$ cat src/hdl/cachePkg.sv
package cachePkg;

	localparam int wayCount = 4;
	localparam int setBits = 6;
	localparam int tagBits = 19;

	typedef logic [wayCount-1:0] wayOneHotT;

	// one bit per pair of ways, (0,1) (0,2) (0,3) (1,2) (1,3) (2,3) from bit 5 down.
	typedef logic [5:0] lruT;

	typedef union packed {
		logic [31:0] raw;
		struct packed {
			logic [2:0]         region;
			logic [tagBits-1:0] tag;
			logic [setBits-1:0] set;
			logic [1:0]         word;
			logic [1:0]         byteSel;
		} f;
	} cacheAddrT;

	localparam logic [2:0] regionCached = 3'b000;
	localparam logic [2:0] regionUncached = 3'b001;
	localparam logic [2:0] regionIo = 3'b111;

	localparam int ccrCeBit = 0;
	localparam int ccrCpBit = 4;
	localparam logic [7:0] ccrWriteMask = 8'h11;

endpackage
$ cat src/hdl/cacheController.sv
`timescale 1ns/100ps

module cacheController import cachePkg::*; #(
	parameter logic [31:0] ccrAddr = 32'hFFFFFE92
) (
	input  logic        CLK,
	input  logic        RST_N,
	input  logic        reqValid,
	input  logic        reqWrite,
	input  logic [31:0] reqAddr,
	input  logic [31:0] reqData,
	input  logic [3:0]  reqBe,
	input  logic        memReqReady,
	input  logic        memRspValid,
	input  logic [31:0] memRspData,
	input  wayOneHotT   hitWay,
	input  logic [31:0] readData,
	input  wayOneHotT   victimWay,
	output logic        reqReady,
	output logic        rspValid,
	output logic [31:0] rspData,
	output logic        memReqValid,
	output logic        memReqWrite,
	output logic [31:0] memReqAddr,
	output logic [31:0] memReqData,
	output logic [3:0]  memReqBe,
	output cacheAddrT   lookupAddr,
	output cacheAddrT   fillAddr,
	output wayOneHotT   fillWay,
	output logic        fillStrobe,
	output wayOneHotT   writeWay,
	output logic [3:0]  writeBe,
	output logic [31:0] writeData,
	output logic        touch,
	output wayOneHotT   usedWay,
	output logic        purgeAll
);

	localparam logic [2:0] stIdle = 3'd0;
	localparam logic [2:0] stLookup = 3'd1;
	localparam logic [2:0] stFill = 3'd2;
	localparam logic [2:0] stMem = 3'd3;
	localparam logic [2:0] stResp = 3'd4;

	localparam logic [7:0] ccrReadMask = ~(8'h01 << ccrCpBit);

	logic [2:0]  state;
	logic [7:0]  ccr;
	cacheAddrT   reqAddrQ;
	cacheAddrT   memAddrQ;
	logic        reqWriteQ;
	logic [31:0] reqDataQ;
	logic [3:0]  reqBeQ;
	wayOneHotT   wayQ;
	logic        isCcr;
	logic        isCached;
	logic        isMem;
	logic        cacheOn;
	logic        readHit;
	logic        memTaken;
	logic        writeStrobe;

	assign isCcr = reqAddrQ.raw == ccrAddr;
	assign isCached = reqAddrQ.f.region == regionCached;
	assign isMem = isCached || (reqAddrQ.f.region == regionUncached) ||
		((reqAddrQ.f.region == regionIo) && !isCcr);
	assign cacheOn = isCached && ccr[ccrCeBit];
	assign readHit = cacheOn && !reqWriteQ && (|hitWay);
	assign memTaken = memReqValid && memReqReady;

	// write hits patch the line even with the cache off, so it stays coherent with memory.
	assign writeStrobe = (state == stMem) && reqWriteQ && memTaken && (|wayQ);
	assign fillStrobe = (state == stFill) && memRspValid;

	always_ff @(posedge CLK or negedge RST_N) begin
		if (!RST_N) begin
			state <= stIdle;
			memReqValid <= 1'b0;
			reqAddrQ <= '0;
		end else begin
			case (state)
				stIdle: begin
					if (reqValid) begin
						reqAddrQ <= reqAddr;
						state <= stLookup;
					end
				end
				stLookup: begin
					if (isCcr || !isMem) begin
						state <= reqWriteQ ? stIdle : stResp;
					end else if (readHit) begin
						state <= stResp;
					end else begin
						state <= (cacheOn && !reqWriteQ) ? stFill : stMem;
						memReqValid <= 1'b1;
					end
				end
				stFill: begin
					if (memTaken) begin
						memReqValid <= 1'b0;
					end
					if (memRspValid) begin
						if (memAddrQ.f.word == reqAddrQ.f.word) begin
							state <= stResp;
						end else begin
							memReqValid <= 1'b1;
						end
					end
				end
				stMem: begin
					if (memTaken) begin
						memReqValid <= 1'b0;
						if (reqWriteQ) begin
							state <= stIdle;
						end
					end
					if (memRspValid) begin
						state <= stResp;
					end
				end
				default: state <= stIdle;
			endcase
		end
	end

	// the fill starts one word past the requested one, so that word comes back last.
	always_ff @(posedge CLK) begin
		if (reqValid && reqReady) begin
			reqWriteQ <= reqWrite;
			reqDataQ <= reqData;
			reqBeQ <= reqBe;
		end
		if (state == stLookup) begin
			if (cacheOn && !reqWriteQ) begin
				memAddrQ.raw <= {reqAddrQ.raw[31:4], reqAddrQ.f.word + 2'd1, 2'b00};
				wayQ <= victimWay;
			end else begin
				memAddrQ <= reqAddrQ;
				wayQ <= isCached ? hitWay : '0;
			end
			rspData <= isCcr ? {4{ccr & ccrReadMask}} : (readHit ? readData : '0);
		end else if (memRspValid && (state == stFill || state == stMem)) begin
			memAddrQ.f.word <= memAddrQ.f.word + 2'd1;
			rspData <= memRspData;
		end
	end

	always_ff @(posedge CLK or negedge RST_N) begin
		if (!RST_N) begin
			ccr <= '0;
		end else if (state == stLookup && isCcr && reqWriteQ) begin
			ccr <= reqDataQ[7:0] & ccrWriteMask;
		end else if (ccr[ccrCpBit]) begin
			ccr[ccrCpBit] <= 1'b0;
		end
	end

	assign reqReady = state == stIdle;
	assign rspValid = state == stResp;
	assign memReqWrite = reqWriteQ;
	assign memReqAddr = memAddrQ.raw;
	assign memReqData = reqDataQ;
	assign memReqBe = (state == stFill) ? 4'b1111 : reqBeQ;

	assign lookupAddr = reqAddrQ;
	assign fillAddr = memAddrQ;
	assign fillWay = wayQ;
	assign writeWay = (fillStrobe || writeStrobe) ? wayQ : '0;
	assign writeBe = fillStrobe ? 4'b1111 : reqBeQ;
	assign writeData = fillStrobe ? memRspData : reqDataQ;
	assign touch = ((state == stLookup) && readHit) || fillStrobe || writeStrobe;
	assign usedWay = (state == stLookup) ? hitWay : wayQ;
	assign purgeAll = ccr[ccrCpBit];

	memHold: assert property (@(posedge CLK) disable iff (!RST_N)
		memReqValid && !memReqReady |=> memReqValid && $stable(memReqAddr));

endmodule

$ cat config.mk
export PLATFORM = sky130hd
export DESIGN_NAME = cacheController
export DESIGN_NICKNAME = d
export VERILOG_FILES = /design/src/hdl/cachePkg.sv /design/src/hdl/cacheController.sv
export SDC_FILE = /design/constraint.sdc
export NUM_CORES = 1
export LEC_CHECK = 0
export BUFFER_PORTS_ARGS = -buffer_cell sky130_fd_sc_hd__buf_2
export CORE_AREA = 4 4 141 143
export DETAILED_ROUTE_END_ITERATION = 8
export DIE_AREA = 0 0 145 147
export PLACE_DENSITY = 0.62
export SYNTH_ARGS = -nofsm -noshare
export SYNTH_HDL_FRONTEND = slang
export SYNTH_SLANG_ARGS = --single-unit
$ cat constraint.sdc
create_clock -name CLK -period 3.6 [get_ports CLK]
set_input_delay 0.36 -clock CLK [delete_from_list [all_inputs] [get_ports CLK]]
set_output_delay 0.36 -clock CLK [all_outputs]
set_load 0.005 [all_outputs]
==> summary.md <==
| Metric | Value |
|---|---|
| Largest net degree at the start of global routing | 40 |
| R2R Setup Slk | 1.28 ns |
| Crit path DAT | about 2.5 ns |
| Syn nets | approximately 550 |
| Number of buffers added on ports | roughly 360 |
| Initial antenna violation count | 0 |
| Die Span X | 145 um |
| Yosys warns | 0 |
| Clock latency on the worst-skew pair | about 0.42 ns |
| Overflow after GRT | 0 |
| Layout cells sized above 1 | roughly 64% |
| Drt via density | 4.760 |
| DP Worst Slack | approximately 1.2 ns |
| Top-area cell type share of the netlist area | 49.17% |
| Worst r2r path cells | 6 |
| Finished Core Util | between 40% and 50% |
| # rows | 50 |
| DIE AREA | roughly 21000 um^2 |
| Combinational share of power | 36.6% |
| Max Cap Violations | 0 |
| Setup WS post-layout | ~0.75 ns |
| Outcome | completed |
| Seq cells post-synth | about 140 |
| Drc violations | 0 |
| H-tree depth | 4 |
| Starting DRT DRC Count | between 150 and 200 |
| Post-placement cell count | around 960 |
| Post-route cell area | about 8700 um^2 |
| Post_cts resized | 0 |
| Delay-heaviest family, CP | simple AND/OR/NAND/NOR gates |
| Synth area leader | edfxtp_1 |
| Clock root buffer | clkbuf_16 |
| Yosys cell types | 50 |
| Initial Util | 34.51% |
| First-pass GRT wire length | around 30 mm |
| Max Clk Rate | about 350 MHz |
| Post-synthesis cell count | approximately 410 |
| Sequential area share after synthesis | 64.00% |
| Crit end category | output port |
| Worst min path class | in2async |
| Setup violations, final | 0 |
| Clk pwr share | between 20% and 30% |
| CTS buffer count | 17 |
| WS Path Type | reg2out |
| Period utilization | around four fifths |
| Routed via count | around 4700 |
| Total track usage | a little under a fifth |
| Post-Syn Area | approximately 6400 um^2 |
| Maximum root-to-sink buffer count | 2 |
| Setup TNS Final | 0 ns |
| Syn_area_per_cell | between 15 and 20 um^2 |
| # IOs | approximately 370 |
| Synthesis-to-finish area growth | 35.90% |
| Int Pwr | between 5000 and 6000 uW |
| Fin nets | 891 |
| CP startpoint kind | flip-flop |
| Final HPWL DP | approximately 16 mm |
| Worst Clk Skew | approximately 0.015 ns |
| Worst path cell trace | nor3b_2 > and2_4 > mux2_2 > buf_2 |
| Crit path required time | ~3.2 ns |
| Hold Fails Final Rpt | 0 |
| Post-DP Area | roughly 8000 um^2 |
| CTS tree | built |
| RR Startpoint | state[2]$_DFFE_PN0P_ |
| Main synth FF type | edfxtp_1 |
| Post-route insts no fill | around 1000 |
| Post-CTS setup buffer count | 0 |
| Area of the core | roughly 19000 um^2 |
| Die Y | approximately 150 um |
| Vias in the first global route | 4781 |
| Crit Path Max Fanout | 38 |
| Max VDD drop | roughly 0.00040 V |
| Bufs and invs on worst path | 1 |
| Fin crit period | approximately 2.8 ns |
| NetSw | 2627 uW |
| Post-DRT Antenna Nets | 0 |
| Number of synthesized flops with an enable pin | ~110 |
| Synth area leaders | edfxtp_1, dfrtp_1, mux2_4, buf_4, mux2_2 |
| Pre-antenna DRT Iters | 4 |
| Worst-margin pin slew | between 0.9 and 1 ns |
| Drt total wl | 20.43 mm |
| Max-slew violations | 0 |
| Leak | around 0.0040 uW |
| Fillers | roughly 1700 |
| Sequential Power Share | roughly two fifths |
| RD Place Congestion | between 0.8 and 0.9 |
| R2R Path End | rspData[30]$_DFFE_PP_ |
| Power per cell area | between 800 and 900 nW/um^2 |
| Post-synth ARST share | around a quarter |
| Clk slew on worst S/H paths | roughly 0.07 ns |
| Slowest cell on crit path | and2_4 |
| Clock Sinks | ~140 |
| Switching share of total power | about a third |
| Max-slew headroom | approximately 39% |
| Average wire per standard cell | just over 20 um |
| RSZ-0062 raised after global routing | no |
| Hold_buf cts | 0 |
| Crit path largest cell delay | about 0.60 ns |
==> cells in the mapped netlist (3+ instances only) <==
cell type / number
edfxtp_1: 105
mux2_4: 39
dfrtp_1: 38
buf_4: 35
a22o_1: 28
mux2_2: 23
nand2_1: 21
a21oi_1: 11
nor2_1: 10
and2_1: 9
o21ai_0: 7
mux2i_1: 6
buf_2: 5
nand4_1: 5
or2_2: 5
buf_6: 4
inv_1: 4
or2_1: 4
buf_12: 3
buf_8: 3
nor2b_1: 3
nor3_2: 3
xnor2_1: 3
==> power by group through the flow <==
stage,Combinational (uW),Clock (uW),Sequential [uW]
final,2810,1690,3180
after global routing,3060,1820,3280
after floorplan,1620,0,3170
after global placement,2840,0,3200
after CTS,2870,1730,3190
after detailed placement,2860,0,3210
==> metal layers <==
metal	global-route usage, %	share of wire, %	up-vias
li1	-	-	2169
met1	23.48	41	2340
met2	31.46	52	194
met3	5.059	5.9	19
met4	4.561	1.3	0
met5	0	0	-
==> layout by cell type, fill, tap and decap left out, types with 2 or more instances in the layout <==
cell	count
a21oi_1	10
edfxtp_1	105
o21ai_0	7
nand4_1	5
nor2b_1	3
and4_1	2
mux2_2	23
mux2_4	39
nand2_1	21
dfrtp_1	38
inv_1	3
nor3b_2	2
or2_1	4
buf_4	4
and2_4	2
and2_1	8
mux2i_1	6
buf_2	364
a22o_1	28
nand3_1	2
nand4bb_1	2
nor4_2	2
inv_6	7
clkbuf_16	17
xnor2_1	3
nor2_1	10
nor3_1	2
clkinv_2	4
nor3_2	2
or2_2	5
==> sequential cells by signal (all words and copies together), names as in the netlist, 2 cells and up <==
register / flops
memReqData: 32
lookupAddr: 32
reqBeQ: 4
fillWay: 4
ccr: 2
rspData: 32
state: 3
fillAddr: 32
==> kinds of logic after synthesis <==
kind of cell / Yosys count / share of synthesized area (%)
compound gates: 55 / 6.303
xor+xnor: 4 / 0.5464
fa+ha+maj: 1 / 0.1951
buf+inv: 55 / 7.122
flops: 143 / 64.00
mux: 69 / 14.28
simple gates: 80 / 7.551
==> worst max path at each step <==
stage	cells after the start	from	slack, ns	end
floorplan	3	state[1]$_DFFE_PN0P_	0.84	fillAddr[2]$_DFFE_PP_
global placement	4	state[0]$_DFFE_PN0P_	1.24	writeData[11]
detailed placement	4	state[0]$_DFFE_PN0P_	1.16	writeData[13]
CTS	4	state[0]$_DFFE_PN0P_	0.71	writeData[13]
global route	4	state[0]$_DFFE_PN0P_	0.61	writeData[13]
finish	4	state[0]$_DFFE_PN0P_	0.75	writeData[13]
==> area by class of cell <==
cell class                      instances  area (um^2)  share of cell area (%)
Antenna cell                            1        2.502                 0.02871
Tap cell                              234        292.8                   3.360
Clock buffer                           18        429.2                   4.925
Timing Repair Buffer                  369         1872                   21.48
Sequential cell                       143         4104                   47.09
Inverter                                4        15.01                  0.1723
Clock inverter                         14        127.6                   1.464
Multi-Input combinational cell        209         1872                   21.48
==> stage by stage <==
step / total power [uW] / hold WS [ns]
floorplan: 4789 / 0.06441
global placement: 6038 / 0.4853
detailed placement: 6075 / 0.4852
CTS: 7791 / 0.09372
global route: 8152 / 0.08660
finish: 7684 / 0.07702
Power figures use the tool's default switching activity.
